### config.mk
export PLATFORM = sky130hd
export DESIGN_NAME = hostRegisters
export DESIGN_NICKNAME = d
export VERILOG_FILES = /design/src/hw/vramBusPkg.sv /design/src/hw/hostRegisters.sv
export VERILOG_INCLUDE_DIRS = /design/src /design/src/hw
export SDC_FILE = /design/constraint.sdc
export NUM_CORES = 1
export LEC_CHECK = 0
export BUFFER_PORTS_ARGS = -buffer_cell sky130_fd_sc_hd__buf_4
export CAP_MARGIN = 20
export CORE_MARGIN = 10
export CORE_UTILIZATION = 60
export DETAILED_ROUTE_END_ITERATION = 7
export GPL_TIMING_DRIVEN = 0
export PLACE_DENSITY = 0.84
export RECOVER_POWER = 50
export SETUP_SLACK_MARGIN = 0.4
export SKIP_CTS_REPAIR_TIMING = 1
export SYNTH_ARGS = -nofsm -noshare
export SYNTH_HDL_FRONTEND = slang
export SYNTH_SLANG_ARGS = --single-unit
### constraint.sdc
create_clock -name clock -period 4 [get_ports clock]
set_input_delay 0.4 -clock clock [delete_from_list [all_inputs] [get_ports clock]]
set_output_delay 0.4 -clock clock [all_outputs]
set_load 0.005 [all_outputs]
### src/hw/videoCard_defs.svh
// ~~~~~~~~~~~~~~~~~~~~~~~~~~~~~~
// constants for the 640x480 card, one pixel per clock
// every window below is half open, end value excluded
// register indices are the host protocol's byte values
// ~~~~~~~~~~~~~~~~~~~~~~~~~~~~~~
`ifndef VIDEOCARD_DEFS_SVH
`define VIDEOCARD_DEFS_SVH

// horizontal timing in clocks
`define H_VISIBLE       640
`define H_SYNC_START    656
`define H_SYNC_END      752
`define H_TOTAL         800

// vertical timing in lines
`define V_VISIBLE       480
`define V_SYNC_START    490
`define V_SYNC_END      492
`define V_TOTAL         525

// bus owned by the write side
`define BUS_H_START     642
`define BUS_H_END       799
`define BUS_V_START     482
`define BUS_V_END       524

// a write may only begin inside this shorter window
`define GRANT_H_END     785
`define GRANT_V_END     510

`define WRITE_CYCLES    10      // chip enable low
`define WE_LOW_CYCLES   6       // write enable low, at the start

`define REG_ADDR0       8'hB0   // pointer bits 7:0
`define REG_ADDR1       8'hB1   // pointer bits 15:8
`define REG_ADDR2       8'hB2   // pointer bits 19:16
`define REG_CONTROL     8'hB3   // bit 0 selects vram display
`define REG_PIXEL       8'hB4   // two bytes, low first

`endif

### src/hw/vramBusPkg.sv
// ~~~~~~~~~~~~~~~~~~~~~~~~~~~~~~
// pixel, sram bus and write request types
// sram is 16 bits wide with byte addresses
// so pixel addresses step by 2
// ~~~~~~~~~~~~~~~~~~~~~~~~~~~~~~
`default_nettype none

package vramBusPkg;

    // rgb565, red in the top bits
    typedef struct packed {
        logic [4:0] red;
        logic [5:0] green;
        logic [4:0] blue;
    } rgb565_t;

    typedef logic [19:0] vramAddr_t;

    // pins of the async sram apart from data
    typedef struct packed {
        vramAddr_t address;
        logic      chipEnableN;
        logic      outputEnableN;
        logic      writeEnableN;
    } sramBus_t;

    // one pixel waiting for the writer
    typedef struct packed {
        logic      pending;
        vramAddr_t address;
        rgb565_t   pixel;
    } writeRequest_t;

endpackage

`default_nettype wire

### src/hw/hostRegisters.sv
// ~~~~~~~~~~~~~~~~~~~~~~~~~~~~~~
// host byte stream, index byte then data byte
// every strobe is dropped while a pixel is pending
// unknown indices take their data byte and do nothing
// ~~~~~~~~~~~~~~~~~~~~~~~~~~~~~~
`timescale 1ns/1ps
`default_nettype none

`include "videoCard_defs.svh"

module hostRegisters (
    input  wire                          clock,
    input  wire                          RESET,
    input  wire                          hostByteValid,
    input  wire [7:0]                    hostByte,
    input  wire                          writeStart,
    output vramBusPkg::writeRequest_t    request,
    output logic                         vramMode
);
    import vramBusPkg::*;

    logic       dataPhase;      // next accepted byte is data
    logic [7:0] regIndex;
    logic       highStep;       // low pixel byte already held
    logic [7:0] lowByte;
    vramAddr_t  pointer;
    vramAddr_t  writeAddress;
    rgb565_t    writePixel;
    logic       pending;
    logic       accept;
    logic       pixelData;
    logic       lowTake;
    logic       pixelDone;

    assign accept    = hostByteValid && !pending;
    assign pixelData = accept && dataPhase && (regIndex == `REG_PIXEL);
    assign lowTake   = pixelData && !highStep;
    assign pixelDone = pixelData && highStep;

    assign request = '{pending: pending, address: writeAddress, pixel: writePixel};

    always_ff @(posedge clock or negedge RESET)
    begin
        if (!RESET)
        begin
            dataPhase <= 1'b0;
            regIndex  <= '0;
            highStep  <= 1'b0;
            pointer   <= '0;
            vramMode  <= 1'b0;
            pending   <= 1'b0;
        end
        else
        begin
            if (writeStart)
                pending <= 1'b0;        // writer has taken the pixel
            if (accept && !dataPhase)
            begin
                regIndex  <= hostByte;
                dataPhase <= 1'b1;
                highStep  <= 1'b0;
            end
            else if (accept)
            begin
                dataPhase <= lowTake;   // pixel register wants a second byte
                case (regIndex)
                    `REG_ADDR0:   pointer[7:0]   <= hostByte;
                    `REG_ADDR1:   pointer[15:8]  <= hostByte;
                    `REG_ADDR2:   pointer[19:16] <= hostByte[3:0];
                    `REG_CONTROL: vramMode       <= hostByte[0];
                    `REG_PIXEL:   highStep       <= !highStep;
                    default:      ;
                endcase
            end
            if (pixelDone)
            begin
                pending <= 1'b1;
                pointer <= pointer + 20'd2;     // next word
            end
        end
    end

    // pixel payload, address taken before the pointer moves
    always_ff @(posedge clock)
    begin
        if (lowTake)
            lowByte <= hostByte;
        if (pixelDone)
        begin
            writePixel   <= {hostByte, lowByte};
            writeAddress <= pointer;
        end
    end

endmodule

`default_nettype wire

==> out/qor.txt <==
slowest stage delay, CP: 610 ps
number of enable flip-flop cells after synthesis: 44
worst setup path category: flip-flop to flip-flop
count of clock tree sinks: 76
Clock power frac: 0.367
ports placed on the boundary: 50
leak pwr: 1.503 nW
share of total power in combinational logic: 0.077
Critical Path Start Type: flip-flop
total grt overflow: 0
internal power consumption: 1.322 mW
Antenna Violating Nets Remaining: 0
GRT Total Usage: 0.1701
Remaining DRCs: 0
Crit. End Element: flip-flop
DRT Pass-1 Iters: 5
share of flip-flops with an asynchronous set or reset after synthesis: 0.4211
post-route worst hold slack: 242.0 ps
DRT Wirelength: 7157 um
buffer cell driving the clock tree root: sky130_fd_sc_hd__clkbuf_8
final count of negative-setup-slack endpoints: 0
Die Outline Area: 8709 um^2
switching share of power: 0.2446
antenna cells: 0
number of vias in the routed layout: 2304
clock slew at reported path FFs: 70 ps
crit-path cells: and4bb_2, nand2_1, nor3_1, buf_4
via count of the first global-routing pass: 2187
number of port buffers: 49
unrepaired setup endpoints after global routing: no
count of warnings emitted by yosys: 0
number of different library cells in the post-synthesis netlist: 53
largest fanout on the critical path: 6
WL per Instance: 18.88 um
clock latency of the later-clocked register in the worst-skew pair: 350 ps
total standard cell area after synthesis: 3226 um^2
pre-CTS setup slack: 1913 ps
time the final worst path needs with I/O delays and setup: 2152 ps
Iteration-0 DRC Markers: 166
initial antenna violation count: 0
placeable core area: 5172 um^2
result of the run: complete, but fails checks
first-pass GRT wire length: 11490 um
Slew Limit Fails: 33
Post-Synthesis Net Count: 256
maximum count of clock buffers along a single path: 2
Hold/Removal Path Class: primary input to flip-flop
worst relative slew slack: -0.2219
maximum clock frequency: 464.6 MHz
critical path data arrival time: 2210 ps
worst-path cell with the longest stage delay: sky130_fd_sc_hd__nor3_1
average instance area after synthesis: 13.27 um^2
switching power: 428.2 uW
failing checks: max-capacitance violations, max-slew violations
most used flip-flop cell after synthesis: sky130_fd_sc_hd__edfxtp_1
power density of the placed cells: 452.9 nW/um^2
post-synthesis cell count: 243
most common cell after layout, fill and taps aside: sky130_fd_sc_hd__edfxtp_1
share of final-layout standard cells stronger than drive strength 1: 0.2718
half-perimeter wire length of the detailed placement result: 4775 um
Final Skew: 7.172 ps
Via density: 6.079
initial core utilization: 0.6236
H-tree Lvls: 3
Period Utilization, post-route: 0.5381
die width: 93.32 um
post-synthesis to final-layout area growth: 19.82%
Final Net Count: 317
required time at the worst-slack endpoint: 4060 ps
layout filler cell count: 352
endpoints failing hold: 0
final standard cell utilization of the core: 0.7472
largest net degree at the start of global routing: 46
number of register bits inferred by synthesis: 76
post-route total power: 1.750 mW
RD Place Congestion: 0.8519
Die H: 93.32 um
VDD IR max: 0.2293 mV
clock tree from TritonCTS: yes
number of buffers inserted during clock tree synthesis: 9
row count: 26
least setup slack across all paths after layout: 1848 ps
highest-count cells in the layout ignoring fill and taps: sky130_fd_sc_hd__edfxtp_1, sky130_fd_sc_hd__dfrtp_1, sky130_fd_sc_hd__nand2_1, sky130_fd_sc_hd__buf_4, sky130_fd_sc_hd__nand3_1
total negative slack for setup checks: 0 ps
Max-cap violations: 1
share of synthesized area occupied by flip-flops and latches: 0.6579
proportion of power drawn by flip-flops and latches: 0.556
Slew @ Worst Pin: 1833 ps
-- layout make-up --
type | count | area (um^2) | area share
tap | 70 | 87.58 | 0.02266
sequential | 76 | 2122 | 0.5490
multi-input combinational | 154 | 1032 | 0.2671
buffer | 9 | 56.30 | 0.01457
timing repair buffer | 50 | 326.6 | 0.08449
clock inverter | 6 | 87.58 | 0.02266
inverter | 4 | 15.01 | 0.003885
clock buffer | 10 | 137.6 | 0.03561
-- critical path: cells and delay by family, from the launching register on --
| kind | cells | cell delay, ps |
|---|---|---|
| AND/OR/NAND/NOR | 3 | 1140 |
| buffers and inverters | 1 | 270 |
| flip-flops | 1 | 460 |
-- power groups by stage --
stage,sequential [mW],combinational (mW),clock (mW)
3_5_place_dp,0.987,0.135,0
6_report,0.974,0.134,0.642
3_3_place_gp,0.982,0.129,0
2_1_floorplan,0.964,0.0949,0
4_1_cts,0.971,0.137,0.646
5_1_grt,0.983,0.149,0.682
-- sequential cells by signal (all words and copies together) (netlist names) --
signal        count
highStep          1
writeAddress     20
pointer          20
regIndex          8
dataPhase         1
lowByte           8
request          16
pending           1
vramMode          1
-- synth_stat cells, types with 2 or more instances --
master | instances | area, um^2
sky130_fd_sc_hd__and4_1 | 2 | 17.52
sky130_fd_sc_hd__edfxtp_1 | 44 | 1321
sky130_fd_sc_hd__o21ai_1 | 8 | 40.04
sky130_fd_sc_hd__or3_1 | 2 | 12.51
sky130_fd_sc_hd__nand3_1 | 18 | 90.09
sky130_fd_sc_hd__nand3_2 | 2 | 20.02
sky130_fd_sc_hd__o2bb2ai_1 | 2 | 17.52
sky130_fd_sc_hd__nand2_1 | 28 | 105.1
sky130_fd_sc_hd__nor4_4 | 2 | 42.54
sky130_fd_sc_hd__nand4_1 | 8 | 50.05
sky130_fd_sc_hd__nor2_1 | 11 | 41.29
sky130_fd_sc_hd__buf_4 | 2 | 15.01
sky130_fd_sc_hd__o21ai_0 | 4 | 20.02
sky130_fd_sc_hd__nor2b_1 | 2 | 12.51
sky130_fd_sc_hd__nor3b_1 | 2 | 15.01
sky130_fd_sc_hd__and4bb_2 | 2 | 25.02
sky130_fd_sc_hd__nor3_1 | 5 | 25.02
sky130_fd_sc_hd__buf_2 | 6 | 30.03
sky130_fd_sc_hd__o211ai_1 | 9 | 67.56
sky130_fd_sc_hd__and3_1 | 3 | 18.77
sky130_fd_sc_hd__dfrtp_1 | 32 | 800.8
sky130_fd_sc_hd__a21oi_1 | 7 | 35.03
sky130_fd_sc_hd__mux2_2 | 8 | 90.09
sky130_fd_sc_hd__nand4b_1 | 3 | 26.28
sky130_fd_sc_hd__inv_1 | 3 | 11.26
-- worst paths after layout --
kind                                  start     endpoint  slack (ps)  cells after the start
min in group asynchronous             RESET  pointer[12]         540                      1
worst max-delay path            regIndex[3]   lowByte[7]        1850                      4
worst min-delay path             writeStart      pending         240                      2
worst max register to register  regIndex[3]   lowByte[7]        1850                      4
worst min register to register   lowByte[2]   request[2]         420                      0
max in group asynchronous             RESET  pointer[18]        2400                      1
-- metrics by stage --
stage	instances	instance area (um^2)
final	379	3865
after global routing	379	3865
after CTS	379	3914
after detailed placement	363	3689
after global placement	362	3681
after floorplan	243	3226
-- routing by layer --
| metal | vias up | track usage | share of wire |
|---|---|---|---|
| li1 | 1061 | - | - |
| met1 | 1087 | 0.2052 | 0.40 |
| met2 | 132 | 0.2662 | 0.48 |
| met3 | 24 | 0.04636 | 0.089 |
| met4 | 0 | 0.1028 | 0.033 |
| met5 | - | 0 | 0 |
-- cells by family (layout without fill, tap and decap cells) --
group	count (synthesis)	after routing	share of synthesized area
multiplexers	10	10	0.03452
XOR/XNOR	2	2	0.005432
adder cells (fa/ha/maj)	1	1	0.003878
buffers and inverters	13	79	0.02211
AND/OR/NAND/NOR	103	103	0.1974
flip-flops	76	76	0.6579
AO/OA/AOI/OAI	38	38	0.07875
(Power assumes the default switching activity.)
