$ cat config.mk
export PLATFORM = sky130hd
export DESIGN_NAME = syncGenerator
export DESIGN_NICKNAME = d
export VERILOG_FILES = /design/src/hw/videoTimingPkg.sv /design/src/hw/vramBusPkg.sv /design/src/hw/syncGenerator.sv
export VERILOG_INCLUDE_DIRS = /design/src /design/src/hw
export SDC_FILE = /design/constraint.sdc
export NUM_CORES = 1
export LEC_CHECK = 0
export BUFFER_PORTS_ARGS = -buffer_cell sky130_fd_sc_hd__buf_2
export CAP_MARGIN = 30
export CORE_MARGIN = 2
export CORE_UTILIZATION = 35
export DETAILED_ROUTE_END_ITERATION = 12
export HOLD_SLACK_MARGIN = 0.12
export PLACE_DENSITY_LB_ADDON = 0.1
export SYNTH_ARGS = -nofsm -noshare
export SYNTH_HDL_FRONTEND = slang
export SYNTH_SLANG_ARGS = --single-unit
export TNS_END_PERCENT = 50
$ cat constraint.sdc
create_clock -name clock -period 3.6 [get_ports clock]
set_input_delay 0.54 -clock clock [delete_from_list [all_inputs] [get_ports clock]]
set_output_delay 0.54 -clock clock [all_outputs]
set_load 0.1 [all_outputs]
$ cat src/hw/videoCard_defs.svh
// ~~~~~~~~~~~~~~~~~~~~~~~~~~~~~~
// constants for the 640x480 card, one pixel per clock
// every window below is half open, end value excluded
// register indices are the host protocol's byte values
// ~~~~~~~~~~~~~~~~~~~~~~~~~~~~~~
`ifndef VIDEOCARD_DEFS_SVH
`define VIDEOCARD_DEFS_SVH

// horizontal timing in clocks
`define H_VISIBLE       640
`define H_SYNC_START    656
`define H_SYNC_END      752
`define H_TOTAL         800

// vertical timing in lines
`define V_VISIBLE       480
`define V_SYNC_START    490
`define V_SYNC_END      492
`define V_TOTAL         525

// bus owned by the write side
`define BUS_H_START     642
`define BUS_H_END       799
`define BUS_V_START     482
`define BUS_V_END       524

// a write may only begin inside this shorter window
`define GRANT_H_END     785
`define GRANT_V_END     510

`define WRITE_CYCLES    10      // chip enable low
`define WE_LOW_CYCLES   6       // write enable low, at the start

`define REG_ADDR0       8'hB0   // pointer bits 7:0
`define REG_ADDR1       8'hB1   // pointer bits 15:8
`define REG_ADDR2       8'hB2   // pointer bits 19:16
`define REG_CONTROL     8'hB3   // bit 0 selects vram display
`define REG_PIXEL       8'hB4   // two bytes, low first

`endif

$ cat src/hw/videoTimingPkg.sv
// ~~~~~~~~~~~~~~~~~~~~~~~~~~~~~~
// screen position and sync types
// counts are raw clock and line numbers
// ~~~~~~~~~~~~~~~~~~~~~~~~~~~~~~
`default_nettype none

package videoTimingPkg;

    // where the beam is right now
    typedef struct packed {
        logic [10:0] hCount;    // 0..799
        logic [9:0]  vCount;    // 0..524
    } screenPos_t;

    // registered one clock behind the position
    typedef struct packed {
        logic hsync;            // active low
        logic vsync;            // active low
        logic visible;          // inside 640x480
    } syncOut_t;

endpackage

`default_nettype wire

$ cat src/hw/vramBusPkg.sv
// ~~~~~~~~~~~~~~~~~~~~~~~~~~~~~~
// pixel, sram bus and write request types
// sram is 16 bits wide with byte addresses
// so pixel addresses step by 2
// ~~~~~~~~~~~~~~~~~~~~~~~~~~~~~~
`default_nettype none

package vramBusPkg;

    // rgb565, red in the top bits
    typedef struct packed {
        logic [4:0] red;
        logic [5:0] green;
        logic [4:0] blue;
    } rgb565_t;

    typedef logic [19:0] vramAddr_t;

    // pins of the async sram apart from data
    typedef struct packed {
        vramAddr_t address;
        logic      chipEnableN;
        logic      outputEnableN;
        logic      writeEnableN;
    } sramBus_t;

    // one pixel waiting for the writer
    typedef struct packed {
        logic      pending;
        vramAddr_t address;
        rgb565_t   pixel;
    } writeRequest_t;

endpackage

`default_nettype wire

$ cat src/hw/syncGenerator.sv
// ~~~~~~~~~~~~~~~~~~~~~~~~~~~~~~
// 640x480 timing, 800 clocks by 525 lines
// position is the live count, sync lags it by one clock
// scanAddress is only meaningful while visible
// ~~~~~~~~~~~~~~~~~~~~~~~~~~~~~~
`timescale 1ns/1ps
`default_nettype none

`include "videoCard_defs.svh"

module syncGenerator (
    input  wire                          clock,
    input  wire                          RESET,
    output videoTimingPkg::screenPos_t   position,
    output videoTimingPkg::syncOut_t     sync,
    output vramBusPkg::vramAddr_t        scanAddress
);
    logic [10:0] hCount;
    logic [9:0]  vCount;
    logic        lineEnd;
    logic        frameEnd;
    logic        pixelVisible;
    logic        hsyncActive;
    logic        vsyncActive;

    assign lineEnd      = (hCount == `H_TOTAL - 1);
    assign frameEnd     = lineEnd && (vCount == `V_TOTAL - 1);
    assign pixelVisible = (hCount < `H_VISIBLE) && (vCount < `V_VISIBLE);
    assign hsyncActive  = (hCount >= `H_SYNC_START) && (hCount < `H_SYNC_END);
    assign vsyncActive  = (vCount >= `V_SYNC_START) && (vCount < `V_SYNC_END);

    assign position = '{hCount: hCount, vCount: vCount};

    always_ff @(posedge clock or negedge RESET)
    begin
        if (!RESET)
        begin
            hCount <= '0;
            vCount <= '0;
        end
        else if (lineEnd)
        begin
            hCount <= '0;
            vCount <= frameEnd ? 10'd0 : vCount + 10'd1;   // wrap at 525
        end
        else
        begin
            hCount <= hCount + 11'd1;
        end
    end

    // pulses follow the count by one clock
    always_ff @(posedge clock or negedge RESET)
    begin
        if (!RESET)
            sync <= '{hsync: 1'b1, vsync: 1'b1, visible: 1'b0};
        else
            sync <= '{hsync: !hsyncActive, vsync: !vsyncActive, visible: pixelVisible};
    end

    // running twice (line * 640 + count), steps only on visible pixels
    // so it already holds the next line's start during blanking
    always_ff @(posedge clock or negedge RESET)
    begin
        if (!RESET)
            scanAddress <= '0;
        else if (frameEnd)
            scanAddress <= '0;
        else if (pixelVisible)
            scanAddress <= scanAddress + 20'd2;
    end

endmodule

`default_nettype wire

==> flow_results.org <==
** Run status
- Run status :: finished, final reports clean

** Critical path
- The critical path runs through a total of 5 cells.
- Counting cells, the worst reg-to-reg path comes to 5.
- Data arrives at the worst endpoint at 2.17 ns.
- The slowest stage of the critical path is the or4b_1 cell.
- The worst setup path is captured at a register.
- Following the worst setup path forward leads to its endpoint at scanAddress[19].
- The worst register-to-register path ends at scanAddress[19].
- Tracing the worst setup path back leads to its startpoint at scanAddress[1].
- Setup slack, reg-to-reg :: 1.65 ns
- Of all nets on the critical path, the largest fanout is 15.
- Among cell families on the critical path, the largest total delay comes from simple AND/OR/NAND/NOR gates.
- Required arrival time at the worst endpoint :: 3.82 ns
- Critical path's largest stage delay :: 0.57 ns
- Crit path cell chain :: ha_1 -> and3_1 -> nand4_2 -> or4b_1 -> a21oi_1
- FF-to-FF Start :: scanAddress[1]
- CP bufs+invs :: 0
- Class of the most critical setup path :: reg -> reg
- STA classifies the critical path startpoint as a register.

** Route
- Number of iterations in the first detailed-routing pass :: 4
- Antenna violation net count after detailed routing :: 0
- Dividing the detail-routed via count by the number of cells gives 5.35.
- Dividing the detail-routed wire length by the instance count gives 14.7 um.
- For this run, design rule violations remaining after detail routing come to 0.
- Total wirelength of the detailed-routed design :: 4940 um
- Vias after detailed routing :: 1798
- The detailed router finished its first iteration with 54 violations.

** Finish
- Leaving out fill and tap cells, the most frequent cell in the layout is buf_2.
- The number of antenna diodes in the final layout is 0.
- The finished layout holds 336 standard cells, fillers aside.
- Layout cells sized above 1 :: 27.8%
- The library cells used most frequently in the layout, excluding fill and tap cells, are 44 x buf_2, 41 x dfrtp_1, 18 x a21oi_1, 18 x o21ai_0, 16 x nand3_1.
- # nets final :: 264
- Area added between synthesis and finish :: 16.3%

** Floorplanning
- Cell row count :: 29
- 46 I/O pins were placed.
- The die covers 7020 um^2.
- Die height :: 83.8 um
- Core outline area :: 6240 um^2
- Once the floorplan was initialized, standard cells occupied 35.7% of the core.
- The die is 83.8 um wide.

** Global route
- Entering global routing, the biggest net connects 31 pins.
- The total overflow left after global routing is 0.
- GRT Resource Usage Total :: 14.9%
- The initial antenna violation count was 0.
- Number of global-route vias before repair :: 1697
- First-pass GRT wire length :: 8500 um

** Timing
- The worst path uses 54.1% of the clock period.
- The number of endpoints with negative hold slack in the final report was 0.
- Setup total negative slack on the finished layout was measured at 0 ns.
- Timing would allow up to 513 MHz.
- Subtracting the final worst setup slack from the clock period gives 1.95 ns.
- The count of final max-slew check failures is 0.
- For the final database, setup skew stands at 0.00529 ns.
- Hold Worst Slack :: 0.140 ns
- Setup repair after global routing missed its margin :: no
- # setup viols final :: 0

** Placement
- Number of buffers inserted by port buffering :: 44
- At the end of routability-driven placement, the weighted congestion stood at 0.795.
- Once placement completed, the tool counted placed cells totaling 328.
- Placed wire-length estimate :: 3470 um

** CTS
- No sink is reached through more buffers than the 2 on the longest clock path.
- For this design, the CTS-stage hold fixing added 0 buffers.
- Postcts setup bufs :: 0
- Clock tree from TritonCTS :: built
- CTS buffer count :: 5
- The later pin in the worst-skew pair is clocked with a latency of 0.30 ns.
- Clock Sink Count :: 43
- Clock-pin slew was measured on the worst setup and hold paths at 0.08 ns.
- Post_cts resized :: 0
- Clock tree synthesis selected as its root buffer the cell clkbuf_8.
- The H-tree generated during clock tree synthesis spans 2 levels.

** Yosys
- A synthesized cell averages 10.5 um^2.
- In this run, synthesis inferred 0 flip-flops with an integrated enable.
- Dominant register cell in the synthesized netlist :: dfrtp_1
- Net count after synthesis :: 219
- Counting every instance in the synthesized netlist gives 213.
- Flops & latches, synth :: 43
- Cell variety after synth :: 46
- Area of the mapped netlist :: 2230 um^2
- During synthesis, Yosys emitted a total of 0 warnings.
- Part of the Yosys area used for sequential elements :: 48.4%
- In the synthesized netlist the async set-or-reset flop fraction comes to 100%.

** Power and ir drop
- Share of power burned in registers :: 59.9%
- IR analysis of the VDD net gives a maximum drop of 0.000138 V.
- Power density relative to cell area :: 311 nW/um^2
- Fraction of power spent switching nets :: 22.7%
- Internal power consumption :: 0.000623 W
- Per report_power, the combinational group accounts for 2.1% of the total.
- Of the total power, the clock network draws 38.0%.
- Leakage power :: 1.21 nW
- Power comes to 0.000806 W.
- Net switching power figure :: 0.000183 W

** Hold path
- The path class of the tightest hold or removal check is in -> async.

** Flow run
- Max-cap viol count :: 0
==> cells in the mapped netlist, types with 2 or more instances <==
cell      count  area [um^2]
and4_1        5         43.8
ha_1          4         50.1
buf_4         2         15.0
or4_1         3         22.5
o21ai_0      18         90.1
mux2i_1       2         20.0
nand2_1      11         41.3
buf_2         3         15.0
or3_1         8         50.1
nand4_1       8         50.1
nor2_1        8         30.0
nand4_2       4         50.1
dfstp_2       2         52.6
inv_1         8         30.0
nand3_1      16         80.1
a21oi_1      18         90.1
o31ai_1       5         37.5
nor2_4        2         22.5
and3_1        5         31.3
dfrtp_1      41         1030
or3_2         2         15.0
nand2b_1      2         12.5
xnor2_1       7         61.3
buf_6         2         22.5
xor2_1        6         52.6
==> per-stage QoR <==
step | setup WS [ns] | cell area (um^2) | utilization, %
6_report | 1.65 | 2590 | 41.6
5_1_grt | 1.48 | 2590 | 41.6
4_1_cts | 1.64 | 2590 | 41.6
3_5_place_dp | 1.66 | 2510 | 40.3
3_3_place_gp | 1.68 | 2490 | 40.0
2_1_floorplan | 1.26 | 2230 | -
==> layout make-up <==
| type | instances | area (um^2) |
|---|---|---|
| fillers | 643 | 3650 |
| inverters | 8 | 30.0 |
| clock buffers | 8 | 80.1 |
| flip-flops and latches | 43 | 1080 |
| multi-input cells | 155 | 1070 |
| repair buffers | 45 | 240 |
| well taps | 77 | 96.3 |
==> power by group through the flow <==
| stage | registers, W | clock network, W | logic, W |
|---|---|---|---|
| global placement | 0.000492 | 0 | 0.0000153 |
| global route | 0.000483 | 0.000333 | 0.0000194 |
| detailed placement | 0.000492 | 0 | 0.0000181 |
| CTS | 0.000483 | 0.000316 | 0.0000181 |
| finish | 0.000483 | 0.000307 | 0.0000169 |
| floorplan | 0.000492 | 0 | 0.00000536 |
==> registers in the layout, summed over array words and instances (netlist names) <==
register     cells
sync             3
vCount          10
scanAddress     19
hCount          11
==> worst min path at each step <==
stage | startpoint | end | slack [ns]
5_1_grt | RESET | hCount[4] | 0.16
2_1_floorplan | RESET | hCount[0] | 0.24
3_5_place_dp | RESET | scanAddress[8] | 0.48
6_report | RESET | scanAddress[8] | 0.14
4_1_cts | RESET | scanAddress[8] | 0.14
3_3_place_gp | hCount[0] | hCount[0] | 0.51
==> logic make-up (layout without fill, tap and decap cells) <==
kind of cell | count (synthesis) | in the layout | synth area share, %
simple gates | 88 | 88 | 26.8
compound gates | 46 | 46 | 12.0
flops | 43 | 43 | 48.4
buf+inv | 15 | 61 | 3.70
xor+xnor | 14 | 14 | 5.84
fa+ha+maj | 4 | 4 | 2.24
mux | 2 | 2 | 0.898
other cells | 1 | 1 | 0.168
==> layer usage <==
metal	part of all wire [%]	vias up	GRT usage [%]
met5	0	-	0
met4	1.5	0	5.13
met3	3.6	8	3.66
met2	47	35	22.9
met1	48	884	20.6
li1	-	871	-
(Power assumes the default switching activity.)
