$ cat src/hw/videoCard_defs.svh
// ~~~~~~~~~~~~~~~~~~~~~~~~~~~~~~
// constants for the 640x480 card, one pixel per clock
// every window below is half open, end value excluded
// register indices are the host protocol's byte values
// ~~~~~~~~~~~~~~~~~~~~~~~~~~~~~~
`ifndef VIDEOCARD_DEFS_SVH
`define VIDEOCARD_DEFS_SVH

// horizontal timing in clocks
`define H_VISIBLE       640
`define H_SYNC_START    656
`define H_SYNC_END      752
`define H_TOTAL         800

// vertical timing in lines
`define V_VISIBLE       480
`define V_SYNC_START    490
`define V_SYNC_END      492
`define V_TOTAL         525

// bus owned by the write side
`define BUS_H_START     642
`define BUS_H_END       799
`define BUS_V_START     482
`define BUS_V_END       524

// a write may only begin inside this shorter window
`define GRANT_H_END     785
`define GRANT_V_END     510

`define WRITE_CYCLES    10      // chip enable low
`define WE_LOW_CYCLES   6       // write enable low, at the start

`define REG_ADDR0       8'hB0   // pointer bits 7:0
`define REG_ADDR1       8'hB1   // pointer bits 15:8
`define REG_ADDR2       8'hB2   // pointer bits 19:16
`define REG_CONTROL     8'hB3   // bit 0 selects vram display
`define REG_PIXEL       8'hB4   // two bytes, low first

`endif

$ cat src/hw/vramBusPkg.sv
// ~~~~~~~~~~~~~~~~~~~~~~~~~~~~~~
// pixel, sram bus and write request types
// sram is 16 bits wide with byte addresses
// so pixel addresses step by 2
// ~~~~~~~~~~~~~~~~~~~~~~~~~~~~~~
`default_nettype none

package vramBusPkg;

    // rgb565, red in the top bits
    typedef struct packed {
        logic [4:0] red;
        logic [5:0] green;
        logic [4:0] blue;
    } rgb565_t;

    typedef logic [19:0] vramAddr_t;

    // pins of the async sram apart from data
    typedef struct packed {
        vramAddr_t address;
        logic      chipEnableN;
        logic      outputEnableN;
        logic      writeEnableN;
    } sramBus_t;

    // one pixel waiting for the writer
    typedef struct packed {
        logic      pending;
        vramAddr_t address;
        rgb565_t   pixel;
    } writeRequest_t;

endpackage

`default_nettype wire

$ cat src/hw/vramWriter.sv
// ~~~~~~~~~~~~~~~~~~~~~~~~~~~~~~
// one sram write, we-controlled
// starts only inside the grant, lasts WRITE_CYCLES
// the bus window must outlast the grant by that much
// ~~~~~~~~~~~~~~~~~~~~~~~~~~~~~~
`timescale 1ns/1ps
`default_nettype none

`include "videoCard_defs.svh"

module vramWriter (
    input  wire                           clock,
    input  wire                           RESET,
    input  wire vramBusPkg::writeRequest_t request,
    input  wire                           writeGrant,
    output logic                          writeStart,
    output logic                          busy,
    output logic                          writeEnableN,
    output logic                          writeChipEnableN
);
    logic [3:0] cycleCount;     // clocks left in the write

    assign busy       = (cycleCount != 4'd0);
    assign writeStart = request.pending && writeGrant && !busy;

    // ce low for the whole count, we low for the first WE_LOW_CYCLES
    assign writeChipEnableN = !busy;
    assign writeEnableN     = !(cycleCount > 4'(`WRITE_CYCLES - `WE_LOW_CYCLES));

    always_ff @(posedge clock or negedge RESET)
    begin
        if (!RESET)
            cycleCount <= '0;
        else if (writeStart)
            cycleCount <= 4'(`WRITE_CYCLES);
        else if (busy)
            cycleCount <= cycleCount - 4'd1;
    end

endmodule

`default_nettype wire

$ cat config.mk
export PLATFORM = sky130hd
export DESIGN_NAME = vramWriter
export DESIGN_NICKNAME = d
export VERILOG_FILES = /design/src/hw/vramBusPkg.sv /design/src/hw/vramWriter.sv
export VERILOG_INCLUDE_DIRS = /design/src /design/src/hw
export SDC_FILE = /design/constraint.sdc
export NUM_CORES = 1
export LEC_CHECK = 0
export BUFFER_PORTS_ARGS = -buffer_cell sky130_fd_sc_hd__buf_2
export CAP_MARGIN = 20
export CORE_AREA = 2 2 39 41
export CTS_BUF_LIST = sky130_fd_sc_hd__clkbuf_8
export DETAILED_ROUTE_END_ITERATION = 8
export DIE_AREA = 0 0 41 43
export PLACE_DENSITY = 0.64
export SYNTH_ARGS = -nofsm -noshare
export SYNTH_HDL_FRONTEND = slang
export SYNTH_SLANG_ARGS = --single-unit
$ cat constraint.sdc
create_clock -name clock -period 1.9 [get_ports clock]
set_clock_uncertainty 0.2 [all_clocks]
set_input_delay 0.38 -clock clock [delete_from_list [all_inputs] [get_ports clock]]
set_output_delay 0.38 -clock clock [all_outputs]
set_load 0.01 [all_outputs]
==> run summary, run 1 <==
Vias per inst: 3.967
Nets@finish: 89
Post-Place Worst Slack: 68.19 ps
Worst-path clk slew: 30 ps
Commonest non-fill, non-tap cell in the layout: buf_4
Period utilization: 98.21%
DR pass1 iterations: 1
Die area: 1763 um2
Kind of critical path: flip-flop to output pin
Synth cell types: 12
Final setup vio count: 0
Max clock buf depth: 2
Post-synth top area cell: dfrtp_1
Lkg Pwr: 0.0002200 uW
Reg with most FFs: cycleCount
Clk sink count: 4
Count of input and output buffers: 7
Final min period: 1866 ps
Fillers: 149
Syn nets: 67
Setup crit start: cycleCount[1]
Max-cap viol count: 0
TritonCTS clock tree: built
Post-DP HPWL: 402.5 um
#FFs+latches synth: 4
Worst hold path type: input pin to async pin
Max reg flops: 4
WP data required: 1320 ps
Critical Path Sink: writeStart
Iteration-0 DRC Markers: 0
Crit end category: output pin
Startpoint types: flip-flop
Worst slew margin: 84.94%
Final RePlAce weighted congestion: 0.6753
Maximum vdd drop: 0.0008689 V
Synth warn: 0
CTS root buf: clkbuf_8
Ports: 44
Ranking of synthesized cells by area: dfrtp_1, ha_1, a21oi_1
R2R Setup Slk: 310 ps
Vias in the first global route: 212
Mapped Cells: 25
Actual slew at the worst max-slew pin: 225.8 ps
Status: finished, final reports clean
Antenna viol nets, final: 0
Worst r2r src: cycleCount[1]
Die height: 43 um
R2r worst-path depth: 7
Post-Syn Area per Cell: 9.359 um2
Endpoints failing hold: 0
Mapped cell area: 234.0 um2
Regs by FF count: cycleCount x4
Pwr dens: 1807 nW/um2
Final core occ: 31.28%
Routed length per instance: 9.033 um
CTS buffer count: 3
Gr ovfl total: 0
Initial antenna violation count: 0
Largest net degree at the start of global routing: 6
Placement Rows: 14
Die width: 41 um
Final Max Slew Viols: 0
Post-synth top area share: 42.78%
GRT Util Overall: 7.460%
Fmax: 0.5359 GHz
Starting density of the core: 16.91%
Multi-input combinational cell area: 137.6 um2
# diodes: 0
Synth-to-layout area growth: 85.03%
Unrepaired setup endpoints after global routing: true
# DRC: 0
Setup ws final: 34.02 ps
Seq. cell area: 100.1 um2
CP Data Arrival Time: 1290 ps
RR Endpoint: cycleCount[0]
Layout cell share with drive strength beyond 1: 53.33%
CTS HTree Levels: 1
DRT Wirelength: 551 um
Core area: 1384 um2
Seq/Total Area, Yosys: 42.78%
Total number of vias: 242
First-pass GRT wire length: 834 um
Largest fanout on the critical path: 3
Skew-Pair Late Insertion Delay: 210 ps
Most frequent cells in the layout: buf_4, buf_2, nor2_1, dfrtp_1
[logic make-up after synthesis]
kind of cell | synth area share (%)
muxes | 4.278
buffers and inverters | 6.415
xor gates and xnor gates | 3.744
AOI/OAI and AO/OA | 12.83
and+or+nand+nor | 19.25
adders and majority gates | 10.69
DFF | 42.78
[worst max-delay path: stages (launching register included)]
cell and delay (ps):
dfrtp_1 380, inv_2 90, ha_4 140, nor3b_4 210
inv_2 60, nor2_1 70, buf_2 130
[cells in the mapped netlist]
master	instances
ha_1	2
o211a_1	1
or4b_1	1
xnor2_1	1
mux2i_1	1
nor2_1	4
nand2_1	2
a21oi_1	3
inv_1	4
nor3b_2	1
o21ai_0	1
dfrtp_1	4
[how the worst min path moves through the flow]
stage	from	to	slack [ps]	cells past startpoint
3_5_place_dp	RESET	cycleCount[1]	-10	1
4_1_cts	RESET	cycleCount[2]	310	2
2_1_floorplan	RESET	cycleCount[0]	-120	0
3_3_place_gp	RESET	cycleCount[1]	-10	1
5_1_grt	RESET	cycleCount[3]	320	2
6_report	RESET	cycleCount[3]	300	2
[final cells by class]
| cell class | instances | share of cell area [%] |
|---|---|---|
| well taps | 16 | 4.624 |
| clock buffers | 3 | 9.538 |
| flip-flops and latches | 4 | 23.12 |
| multi-input cells | 17 | 31.79 |
| inverters | 4 | 3.468 |
| repair buffers | 17 | 27.46 |
[metrics by stage]
stage	cells	hold WS [ps]	power [uW]	cell area (um2)	setup TNS [ps]
floorplan	25	-115.6	370.3	240.2	0
global placement	50	-14.48	460.7	310.3	0
detailed placement	50	-12.58	478.3	310.3	0
CTS	58	308.6	738.4	404.1	0
global route	61	316.8	856.5	432.9	-44.25
finish	61	300.9	782.2	432.9	0
[layer usage]
layer	global-route usage, %	up-vias	routed length [um]
met5	0	-	0
met4	2.000	0	0
met3	6.283	0	25
met2	11.56	4	337
met1	7.166	115	187
li1	-	123	-
[timing repair]
action / in CTS / in global routing
setup endpoints to repair: 3 / 2
setup buffers: 4 / 3
hold buffers: 1 / 0
pin swaps: 2 / 0
endpoints found under the hold margin: 4 / 0
gates resized for setup: 4 / 2
[report_power, final]
group	internal, uW	total [uW]	leakage [uW]	switching, uW
registers	134	189	0.0000472	54.8
logic	243	421	0.000151	178
clock network	134	173	0.0000216	38.1
(Power assumes the default switching activity.)
==> run 2, diff against run 1 <==
clock period = 2.2 ns   (was 1.9 ns; I/O delays follow)
==> run summary, run 2 (synthesis results as in run 1) <==
WP data required: 1560 ps (+240 ps)
Commonest non-fill, non-tap cell in the layout: buf_2
Gr ovfl total: 0 (unchanged)
DRT Wirelength: 460 um (-17%)
Period utilization: 93.53%
Starting density of the core: 16.91% (unchanged)
Largest net degree at the start of global routing: 6 (unchanged)
Internal: 371.0 uW (-27%)
Met2 WL: 214 um (-36%)
Final setup vio count: 0 (unchanged)
Post-DP HPWL: 326.2 um (-19%)
Count of input and output buffers: 7 (unchanged)
Synth-to-layout area growth: 59.89%
Final core occ: 27.03% (-4.2 points)
Combinational fraction of design power: 45.2% (-8.6 points)
Pwr dens: 1552 nW/um2 (-14%)
# diodes: 0 (unchanged)
Post-Place Worst Slack: 255.0 ps (+186.8 ps)
Status: finished, final reports clean
Design area: 374.1 um2 (-14%)
Actual slew at the worst max-slew pin: 224.7 ps (-1.162 ps)
Die width: 41 um (unchanged)
Post-DP Area: 289.0 um2 (-6.9%)
Lkg Pwr: 0.0001864 uW (-15%)
Core area: 1384 um2 (unchanged)
Initial antenna violation count: 0 (unchanged)
DR pass1 iterations: 4 (+3)
Routed wl met3: 43 um (+72%)
Routed length per instance: 8.519 um (-5.7%)
Highest metal layer with signal wires: met4
CP Data Arrival Time: 1420 ps (+130 ps)
Ports: 44 (unchanged)
Vias in the first global route: 192 (-9.4%)
Die height: 43 um (unchanged)
Clk sink count: 4 (unchanged)
Vias per inst: 3.926 (-1.0%)
TritonCTS clock tree: built
Die area: 1763 um2 (unchanged)
Layout cell share with drive strength beyond 1: 39.47% (-14 points)
Endpoints failing hold: 0 (unchanged)
Switching part of the total: 36.09% (+1.5 points)
CTS buffer count: 3 (unchanged)
Startpoint types: flip-flop
Max clock buf depth: 2 (unchanged)
Placement Rows: 14 (unchanged)
Kind of critical path: flip-flop to output pin
# DRC: 0 (unchanged)
CTS root buf: clkbuf_8
Largest fanout on the critical path: 4 (+1)
Nets@finish: 82 (-7.9%)
Reg with most FFs: cycleCount
CTS HTree Levels: 1 (unchanged)
Clock power frac: 27.0% (+4.9 points)
Crit end category: output pin
Maximum vdd drop: 0.0005431 V (-37%)
Worst-path clk slew: 30 ps (about the same)
First-pass GRT wire length: 724 um (-13%)
Skew-Pair Late Insertion Delay: 220 ps (about the same)
Final min period: 2058 ps
Wire length on met1: 175 um (-6.4%)
Max reg flops: 4 (unchanged)
Final Max Slew Viols: 0 (unchanged)
Iteration-0 DRC Markers: 2 (+2)
Sw Pwr: 209.5 uW (-23%)
Setup ws final: 142.4 ps (+108.3 ps)
Regs by FF count: cycleCount x4
Total number of vias: 212 (-12%)
Reg power frac: 27.8% (+3.7 points)
Fmax: 0.4860 GHz
Worst slew margin: 85.02% (about the same)
GRT Util Overall: 7.661% (+0.20 points)
Final RePlAce weighted congestion: 0.6530 (-3.3%)
Antenna viol nets, final: 0 (unchanged)
Worst hold path type: input pin to async pin
Max-cap viol count: 0 (unchanged)
Most frequent cells in the layout: buf_2, nor2_1, dfrtp_1
[run 2: worst paths after layout]
check	from	endpoint	slack (ps)	cells after the start
setup / recovery	cycleCount[1]	writeStart	140	6
hold / removal	RESET	cycleCount[2]	350	2
setup reg to reg	cycleCount[1]	cycleCount[1]	710	5
hold reg to reg	cycleCount[0]	cycleCount[0]	350	2
max in group asynchronous	RESET	cycleCount[0]	1330	2
min in group clock	cycleCount[0]	cycleCount[0]	350	2
[run 2: through the flow]
step                      power, uW  hold slack, ps  setup TNS [ps]  instances
after global routing          635.0           362.7          -8.493         54
after global placement        360.7           45.02               0         48
after detailed placement      365.5           49.16               0         48
after CTS                     531.2           317.2               0         52
final                         580.5           348.2               0         54
after floorplan               305.9          -55.59               0         25
[run 2: timing repair]
| item | CTS | global route |
|---|---|---|
| buffers inserted | 0 | 2 |
| resized for setup | 0 | 4 |
| setup endpoints to repair | 0 | 1 |
| hold endpoints to repair | 4 | 0 |
| hold buffers | 1 | 0 |
[run 2: routing by layer]
| layer | global-route usage [%] | vias to the layer above |
|---|---|---|
| li1 | - | 109 |
| met1 | 6.189 | 93 |
| met2 | 8.438 | 5 |
| met3 | 7.853 | 5 |
| met4 | 10.00 | 0 |
| met5 | 0 | - |
[run 2: power groups by stage]
stage / logic (uW) / clock network, uW / registers (uW)
finish: 262 / 157 / 161
global route: 296 / 172 / 167
CTS: 207 / 165 / 159
detailed placement: 205 / 0 / 160
global placement: 200 / 0 / 161
floorplan: 156 / 0 / 150
[run 2: worst max-delay path, stage by stage, from the launching register on]
cell     delay, ps
dfrtp_1        380
inv_1          130
ha_4           160
nor3b_4        240
inv_2           60
nor2_1         100
buf_2          130
[run 2: cell type report]
| type | instances | area, um2 |
|---|---|---|
| multi-input combinational | 17 | 137.6 |
| inverter | 4 | 15.01 |
| sequential | 4 | 100.1 |
| clock buffer | 3 | 41.29 |
| fill | 147 | 1010 |
| tap | 16 | 20.02 |
| timing repair buffer | 10 | 60.06 |
