===== src/hw/videoCard_defs.svh =====
// ~~~~~~~~~~~~~~~~~~~~~~~~~~~~~~
// constants for the 640x480 card, one pixel per clock
// every window below is half open, end value excluded
// register indices are the host protocol's byte values
// ~~~~~~~~~~~~~~~~~~~~~~~~~~~~~~
`ifndef VIDEOCARD_DEFS_SVH
`define VIDEOCARD_DEFS_SVH

// horizontal timing in clocks
`define H_VISIBLE       640
`define H_SYNC_START    656
`define H_SYNC_END      752
`define H_TOTAL         800

// vertical timing in lines
`define V_VISIBLE       480
`define V_SYNC_START    490
`define V_SYNC_END      492
`define V_TOTAL         525

// bus owned by the write side
`define BUS_H_START     642
`define BUS_H_END       799
`define BUS_V_START     482
`define BUS_V_END       524

// a write may only begin inside this shorter window
`define GRANT_H_END     785
`define GRANT_V_END     510

`define WRITE_CYCLES    10      // chip enable low
`define WE_LOW_CYCLES   6       // write enable low, at the start

`define REG_ADDR0       8'hB0   // pointer bits 7:0
`define REG_ADDR1       8'hB1   // pointer bits 15:8
`define REG_ADDR2       8'hB2   // pointer bits 19:16
`define REG_CONTROL     8'hB3   // bit 0 selects vram display
`define REG_PIXEL       8'hB4   // two bytes, low first

`endif


===== src/hw/videoTimingPkg.sv =====
// ~~~~~~~~~~~~~~~~~~~~~~~~~~~~~~
// screen position and sync types
// counts are raw clock and line numbers
// ~~~~~~~~~~~~~~~~~~~~~~~~~~~~~~
`default_nettype none

package videoTimingPkg;

    // where the beam is right now
    typedef struct packed {
        logic [10:0] hCount;    // 0..799
        logic [9:0]  vCount;    // 0..524
    } screenPos_t;

    // registered one clock behind the position
    typedef struct packed {
        logic hsync;            // active low
        logic vsync;            // active low
        logic visible;          // inside 640x480
    } syncOut_t;

endpackage

`default_nettype wire


===== src/hw/vramBusPkg.sv =====
// ~~~~~~~~~~~~~~~~~~~~~~~~~~~~~~
// pixel, sram bus and write request types
// sram is 16 bits wide with byte addresses
// so pixel addresses step by 2
// ~~~~~~~~~~~~~~~~~~~~~~~~~~~~~~
`default_nettype none

package vramBusPkg;

    // rgb565, red in the top bits
    typedef struct packed {
        logic [4:0] red;
        logic [5:0] green;
        logic [4:0] blue;
    } rgb565_t;

    typedef logic [19:0] vramAddr_t;

    // pins of the async sram apart from data
    typedef struct packed {
        vramAddr_t address;
        logic      chipEnableN;
        logic      outputEnableN;
        logic      writeEnableN;
    } sramBus_t;

    // one pixel waiting for the writer
    typedef struct packed {
        logic      pending;
        vramAddr_t address;
        rgb565_t   pixel;
    } writeRequest_t;

endpackage

`default_nettype wire


===== src/hw/pixelSource.sv =====
// ~~~~~~~~~~~~~~~~~~~~~~~~~~~~~~
// test pattern or vram colour, black when blanked
// colour and sync leave two clocks after the count
// readData must already be one clock behind
// ~~~~~~~~~~~~~~~~~~~~~~~~~~~~~~
`timescale 1ns/1ps
`default_nettype none

module pixelSource (
    input  wire                          clock,
    input  wire                          RESET,
    input  wire videoTimingPkg::screenPos_t position,
    input  wire videoTimingPkg::syncOut_t   sync,
    input  wire                          vramMode,
    input  wire vramBusPkg::rgb565_t     readData,
    output vramBusPkg::rgb565_t          color,
    output logic                         hsync,
    output logic                         vsync
);
    import vramBusPkg::*;

    logic [15:0] scanIndex;     // line * 640 + count, low 16 bits
    logic [4:0]  greyLevel;
    logic        greyBand;
    rgb565_t     grey;
    rgb565_t     pattern;
    rgb565_t     patternDelayed;    // matches the read capture stage

    // 640 = 512 + 128
    assign scanIndex = {position.vCount[6:0], 9'd0} + {position.vCount[8:0], 7'd0}
                     + {5'd0, position.hCount};

    assign greyLevel = position.hCount[6:2];
    assign greyBand  = (position.hCount > 11'd512) && (position.hCount < 11'd640);
    assign grey      = '{red: greyLevel, green: {greyLevel, 1'b0}, blue: greyLevel};

    always_comb
    begin
        pattern = '0;
        if (position.vCount < 10'd240)
        begin
            // all 65536 colours across the top half
            pattern.red   = scanIndex[4:0];
            pattern.green = scanIndex[10:5];
            pattern.blue  = scanIndex[15:11];
        end
        else if (position.vCount < 10'd320)
        begin
            if (greyBand)
                pattern = grey;
            else
                pattern.red = position.hCount[8:4];     // red ramp
        end
        else if (position.vCount < 10'd400)
        begin
            if (greyBand)
                pattern = grey;
            else
                pattern.green = position.hCount[8:3];   // green ramp
        end
        else if (position.hCount > 11'd575)
            pattern = '0;                               // black tail
        else if (position.hCount > 11'd512)
            pattern = '1;                               // white block
        else
            pattern.blue = position.hCount[8:4];        // blue ramp
    end

    always_ff @(posedge clock)
    begin
        patternDelayed <= pattern;
    end

    // second stage, sync delayed once more to stay with the colour
    always_ff @(posedge clock or negedge RESET)
    begin
        if (!RESET)
        begin
            color <= '0;
            hsync <= 1'b1;
            vsync <= 1'b1;
        end
        else
        begin
            if (!sync.visible)
                color <= '0;
            else
                color <= vramMode ? readData : patternDelayed;
            hsync <= sync.hsync;
            vsync <= sync.vsync;
        end
    end

endmodule

`default_nettype wire


===== config.mk =====
export PLATFORM = sky130hd
export DESIGN_NAME = pixelSource
export DESIGN_NICKNAME = d
export VERILOG_FILES = /design/src/hw/videoCard_defs.svh /design/src/hw/videoTimingPkg.sv /design/src/hw/vramBusPkg.sv /design/src/hw/pixelSource.sv
export SDC_FILE = /design/constraint.sdc
export NUM_CORES = 1
export LEC_CHECK = 0
export BUFFER_PORTS_ARGS = -buffer_cell sky130_fd_sc_hd__buf_2
export CAP_MARGIN = 5
export CORE_UTILIZATION = 52
export CTS_CLUSTER_DIAMETER = 30
export DETAILED_ROUTE_END_ITERATION = 16
export GPL_TIMING_DRIVEN = 0
export PLACE_DENSITY = 0.78
export SYNTH_ARGS = -nofsm -noshare
export SYNTH_HDL_FRONTEND = slang
export SYNTH_SLANG_ARGS = --single-unit

===== constraint.sdc =====
create_clock -name clock -period 0.8 [get_ports clock]
set_input_delay 0.08 -clock clock [delete_from_list [all_inputs] [get_ports clock]]
set_output_delay 0.08 -clock clock [all_outputs]
set_load 0.01 [all_outputs]

==> results of run 1 <==
-- layout by cell type, fill, tap and decap left out, types with 3 or more instances in the layout --
cell type      instances
buf_2                 47
mux2i_1               22
nor2b_1               16
dfrtp_1               16
dfxtp_1               16
buf_4                 13
buf_6                 12
nand2_1               11
ha_1                  10
nor2_1                 9
clkbuf_8               6
clkbuf_1               5
o21ai_1                5
a221oi_2               4
a21oi_2                4
a32oi_1                4
a211oi_2               4
o21ai_0                3
nor2_2                 3
a211oi_4               3
a31oi_1                3
a21o_1                 3
o21ai_2                3
nor3_1                 3
dlygate4sd3_1          3
-- worst reg2reg max path: stages, from the launching register on --
cell	delay (ps)
dfxtp_1	310
mux2i_1	160
nor2b_1	80
-- routing by layer --
layer | vias up | GRT usage [%] | part of all wire (%)
met5 | - | 0 | 0
met4 | 0 | 14.9 | 3.5
met3 | 19 | 7.29 | 6.6
met2 | 120 | 49.4 | 52
met1 | 975 | 31.6 | 38
li1 | 952 | - | -
-- worst max path at each step --
stage | from | to | slack [ps] | cells after the start
finish | position[2] | patternDelayed[10]$_DFF_P_ | -920 | 10
global route | position[2] | patternDelayed[10]$_DFF_P_ | -900 | 10
CTS | position[2] | patternDelayed[3]$_DFF_P_ | -840 | 9
detailed placement | position[2] | patternDelayed[3]$_DFF_P_ | -1230 | 9
global placement | position[2] | patternDelayed[1]$_DFF_P_ | -1190 | 9
floorplan | position[2] | patternDelayed[1]$_DFF_P_ | -910 | 8
-- layout make-up --
cell class	instances	share of cell area (%)
multi-input cells	160	48.0
repair buffers	77	17.8
plain buffers	10	1.97
clock inverters	3	1.48
flip-flops and latches	34	25.4
well taps	48	1.97
clock buffers	5	2.26
inverters	6	1.07
-- power breakdown --
part	total [mW]	internal, mW	leakage, nW	switching (mW)
clock	1.53	0.925	0.0504	0.600
sequential	1.91	1.87	0.365	0.0406
combinational	1.57	0.739	0.987	0.826
total	5.00	3.53	1.40	1.47
-- cells by family after synthesis --
group,after synthesis,share of synthesized area [%]
compound gates,58,20.8
xor+xnor,5,2.10
fa+ha+maj,16,10.7
buf+inv,19,3.59
flops,34,37.0
mux,22,10.5
simple gates,59,15.3
-- flip-flops by register name, indices dropped and copies added (netlist names) --
name / cells
color: 16
hsync: 1
patternDelayed: 16
vsync: 1
-- timing repair --
item	CTS	global route
endpoints found under the setup margin	34	34
resized for setup	42	26
pin swaps	22	12
endpoints found under the hold margin	20	0
setup buffers	14	4
hold buffers	3	0
==> flow_metrics.py, run 1 <==
metrics = {
    "sta": {
        "fin_ws_ps": -915,
        "fmax_mhz": 583,
        "slew_headroom_pct": 58.2,
        "tightestPinTransition_ps": 628,
        "fin_crit_sh_pct": 214,
        "finalSetupViolCount": 34,
        "holdWs_ps": 72.3,
        "fin_crit_ps": 1720,
        "rsz0062_at_grt": "true",
        "final_hold_viol_count": 0,
        "drv_slew": 0,
        "tns_ps": -11040,
        "clock-skew-final_ps": 7.86,
    },
    "clocking": {
        "clk_latency_ps": 280,
        "cts_tree": "yes",
        "h-tree-depth": 2,
        "clk_pin_slew_ps": 70,
        "cts_sinks": 34,
        "clock-root-buffer": "clkbuf_8",
        "cts_buffers": 5,
        "clockBufferDepth": 2,
    },
    "floorplanning": {
        "dieArea_um2": 4270,
        "die_x_um": 65.4,
        "die_h_um": 65.4,
        "fp.coreArea_um2": 3740,
        "initial_core_util_pct": 55.8,
        "row_count": 22,
        "io_pins": 61,
    },
    "drt": {
        "antenna_left": 0,
        "wl_per_cell_um": 16.9,
        "vias": 2066,
        "first_pass_iters": 4,
        "wl_um": 5810,
        "drt_iter0_drc": 77,
        "avgViaCountPerCell": 6.02,
        "drc": 0,
    },
    "pwr": {
        "vdd.ir_drop.worst_uv": 778,
        "power_mw": 5.00,
        "power.leakage_nw": 1.40,
        "power.density_nw_per_um2": 1640,
    },
    "critical_path": {
        "path_delay_family": "adder cells",
        "worstSetupPathType": "input pin to flip-flop",
        "path_max_fanout": 3,
        "r2r_slack_ps": 150,
        "cp.required_ps": 1010,
        "critPathCaptureType": "flip-flop",
        "r2r_cells": 2,
        "reg2reg_to": "color[8]$_DFF_PN0_",
        "path_buf_inv": 5,
        "worstSetupStartpointType": "input pin",
        "slowest_stage": "fa_1",
        "timing.rr.start": "patternDelayed[8]$_DFF_P_",
        "max_stage_delay_ps": 550,
        "crit_chain": "buf_8 > inv_8 > fa_1 > inv_2 > fa_2 > buf_4 > buf_6 > xnor2_2 > a22o_1 > a21oi_2",
        "crit_arrival_ps": 1920,
    },
    "final_layout": {
        "seq_area_um2": 773,
        "fin_util_pct": 81.3,
        "finalNetCount": 353,
        "multi_input_area_um2": 1460,
        "n_fill_cell": 215,
        "antenna_cells": 0,
        "syn_to_final_growth_pct": 45.7,
        "drive_above_1_share_pct": 45.1,
        "fin_cells": 343,
        "stdcell_area_um2": 3040,
    },
    "yosys": {
        "synth.cell_area_um2": 2090,
        "yosysSeqAreaShare_pct": 37.0,
        "syn_inst": 213,
        "synth_edf_count": 0,
        "synth_top_area_share_pct": 19.2,
        "ys.flop_type": "dfxtp_1",
        "syn_nets": 272,
        "yosys_warnings": 0,
        "synthDistinctLibCells": 49,
        "synth.area.top_cells": "dfrtp_1, dfxtp_1, mux2i_1",
        "yosys.area.top_type": "dfrtp_1",
        "yosysMostFrequentCell": "mux2i_1",
        "ys_ff_latch": 34,
        "synth_common_cells": "mux2i_1, dfrtp_1, dfxtp_1, nor2b_1, ha_1",
        "ys_async_sr_fraction_pct": 52.9,
        "synth_area_per_cell_um2": 9.80,
    },
    "outcome": {
        "outcome": "finished, violations left",
        "violations": "setup timing",
    },
    "global_route": {
        "grt_util_all_layers_pct": 28.4,
        "grt_pass1_vias": 1985,
        "antenna_found_initial": 0,
        "grt_max_degree": 19,
        "overflow": 0,
        "grt_pass1_wl_um": 9070,
    },
    "place": {
        "io_buffer_count": 57,
        "post-place-ws_ps": -1230,
        "dpl.hpwl_um": 3960,
        "placed_cells": 318,
        "gp_congestion": 0.894,
        "place_area_um2": 2530,
    },
    "hold_path": {
        "holdPathEnd": "color[15]$_DFF_PN0_",
        "min-delay-start": "readData[15]",
        "hold_class": "input pin to flip-flop",
        "min_path_cells": 3,
    },
    "run": {
        "drv_cap": 0,
    },
}
Note: power is estimated with default switching activity, not from simulation.
==> run 2, diff against run 1 <==
Settings changed: CORE_ASPECT_RATIO set to 1.75, CORE_UTILIZATION 52 to 56, CTS_CLUSTER_DIAMETER 30 to unset, PLACE_DENSITY 0.78 to 0.83.
Clock period 0.8 ns to 2.22 ns, I/O delays scaled along.
==> run 2 against run 1 <==
Net effect: the flow now finishes without violations; via count fell by 4.9%; flip-flop and latch count did not move; routed wire length shrank 11%; largest cell class unchanged; largest power group unchanged.
==> flow_metrics.py, run 2 (same netlist as run 1, synthesis figures left out) <==
metrics = {
    "drt": {
        "avgViaCountPerCell": 6.04,
        "antenna_left": 0,
        "vias": 1964,
        "drc": 0,
        "wl_per_cell_um": 15.9,
        "drt_iter0_drc": 46,
        "wl_um": 5160,
        "first_pass_iters": 4,
    },
    "global_route": {
        "grt_util_all_layers_pct": 28.7,
        "overflow": 0,
        "grt_max_degree": 19,
        "grt_pass1_wl_um": 7960,
        "grt_pass1_vias": 1889,
        "antenna_found_initial": 0,
    },
    "clocking": {
        "cts_buffers": 5,
        "cts_resized": 0,
        "clk_pin_slew_ps": 60,
        "clock-root-buffer": "clkbuf_8",
        "h-tree-depth": 2,
        "clockBufferDepth": 2,
        "cts_sinks": 34,
        "cts_tree": "yes",
        "clk_latency_ps": 280,
    },
    "critical_path": {
        "path_max_fanout": 5,
        "r2r_slack_ps": 1580,
        "reg2reg_to": "color[2]$_DFF_PN0_",
        "crit_start": "position[19]",
        "crit_arrival_ps": 2170,
        "critPathCaptureType": "flip-flop",
        "worstSetupPathType": "input pin to flip-flop",
        "timing.rr.start": "patternDelayed[2]$_DFF_P_",
        "cp.required_ps": 2410,
        "worstSetupStartpointType": "input pin",
        "r2r_cells": 2,
    },
    "place": {
        "post-place-ws_ps": -60.9,
        "gp_congestion": 0.964,
        "dpl.hpwl_um": 4210,
        "io_buffer_count": 57,
        "place_area_um2": 2430,
    },
    "final_layout": {
        "fin_util_pct": 70.5,
        "final_common_cell": "buf_2",
        "reg_top3": "color x16, patternDelayed x16",
        "stdcell_area_um2": 2530,
        "finalNetCount": 337,
        "syn_to_final_growth_pct": 21.3,
        "final_cell_mix": "buf_2, mux2i_1, nor2b_1, dfrtp_1, dfxtp_1",
        "antenna_cells": 0,
        "drive_above_1_share_pct": 26.2,
        "n_fill_cell": 322,
    },
    "sta": {
        "slew_headroom_pct": 34.1,
        "rsz0062_at_grt": "false",
        "tns_ps": 0,
        "fin_crit_ps": 1970,
        "fmax_mhz": 506,
        "final_hold_viol_count": 0,
        "holdWs_ps": 34.2,
        "fin_crit_sh_pct": 88.9,
        "drv_slew": 0,
        "fin_ws_ps": 246,
        "clock-skew-final_ps": 1.80,
        "finalSetupViolCount": 0,
        "tightestPinTransition_ps": 982,
    },
    "floorplanning": {
        "io_pins": 61,
        "fp.coreArea_um2": 3590,
        "row_count": 29,
        "initial_core_util_pct": 58.1,
        "die_h_um": 82.8,
        "dieArea_um2": 3990,
        "die_x_um": 48.2,
    },
    "hold_path": {
        "min_path_cells": 1,
        "min-delay-start": "sync[1]",
        "holdPathEnd": "vsync$_DFF_PN1_",
        "hold_class": "input pin to flip-flop",
    },
    "run": {
        "drv_cap": 0,
    },
    "pwr": {
        "power.leakage_nw": 1.22,
        "vdd.ir_drop.worst_uv": 469,
        "power.density_nw_per_um2": 616,
    },
    "outcome": {
        "outcome": "finished, final reports clean",
    },
}
run 2: cell count changes in the layout (fill, tap and decap cells not counted), moves of 6 or more:
cell	previous run	this run
a211oi_1	2	8
buf_2	47	57
buf_4	13	1
buf_6	12	0
clkbuf_1	5	13
o21ai_0	3	10
run 2: metrics by stage:
stage / total power, mW / std cells
final: 1.56 / 325
after global routing: 1.65 / 325
after CTS: 1.57 / 325
after detailed placement: 1.10 / 316
after global placement: 1.09 / 316
after floorplan: 0.959 / 213
run 2: where the power goes:
| group | internal (mW) | leakage [nW] | switching, mW |
|---|---|---|---|
| Clock | 0.250 | 0.0482 | 0.213 |
| Sequential | 0.673 | 0.365 | 0.0149 |
| Combinational | 0.178 | 0.811 | 0.232 |
run 2: worst max-delay path by stage:
stage / endpoint
6_report: patternDelayed[2]$_DFF_P_
5_1_grt: patternDelayed[2]$_DFF_P_
4_1_cts: patternDelayed[2]$_DFF_P_
3_5_place_dp: patternDelayed[2]$_DFF_P_
3_3_place_gp: patternDelayed[2]$_DFF_P_
2_1_floorplan: patternDelayed[3]$_DFF_P_
run 2: layout make-up:
class | count | area [um2] | area share (%)
Sequential cell | 34 | 773 | 30.5
Multi-Input combinational cell | 160 | 1240 | 49.0
Buffer | 13 | 52.6 | 2.08
Inverter | 6 | 22.5 | 0.889
Timing Repair Buffer | 58 | 295 | 11.7
Tap cell | 46 | 57.6 | 2.27
Clock inverter | 1 | 5.00 | 0.198
Clock buffer | 7 | 86.3 | 3.41
run 2: what timing repair did:
action	CTS	global route
setup endpoints to repair	0	0
setup buffers	0	0
endpoints found under the hold margin	16	0
hold buffers	1	0
run 2: critical path: stages:
cell and delay [ps]:
buf_2 120, inv_1 80, fa_1 480, inv_1 60, ha_1 310, a211oi_1 290
o21ai_0 180, and4_1 220, a311oi_1 210
run 2: metal layers:
layer | up-vias | GRT usage (%) | routed length [um]
met4 | 0 | 24.4 | 366
met2 | 105 | 53.1 | 2820
met3 | 32 | 4.55 | 241
met5 | - | 0 | 0
met1 | 907 | 23.7 | 1730
li1 | 920 | - | -
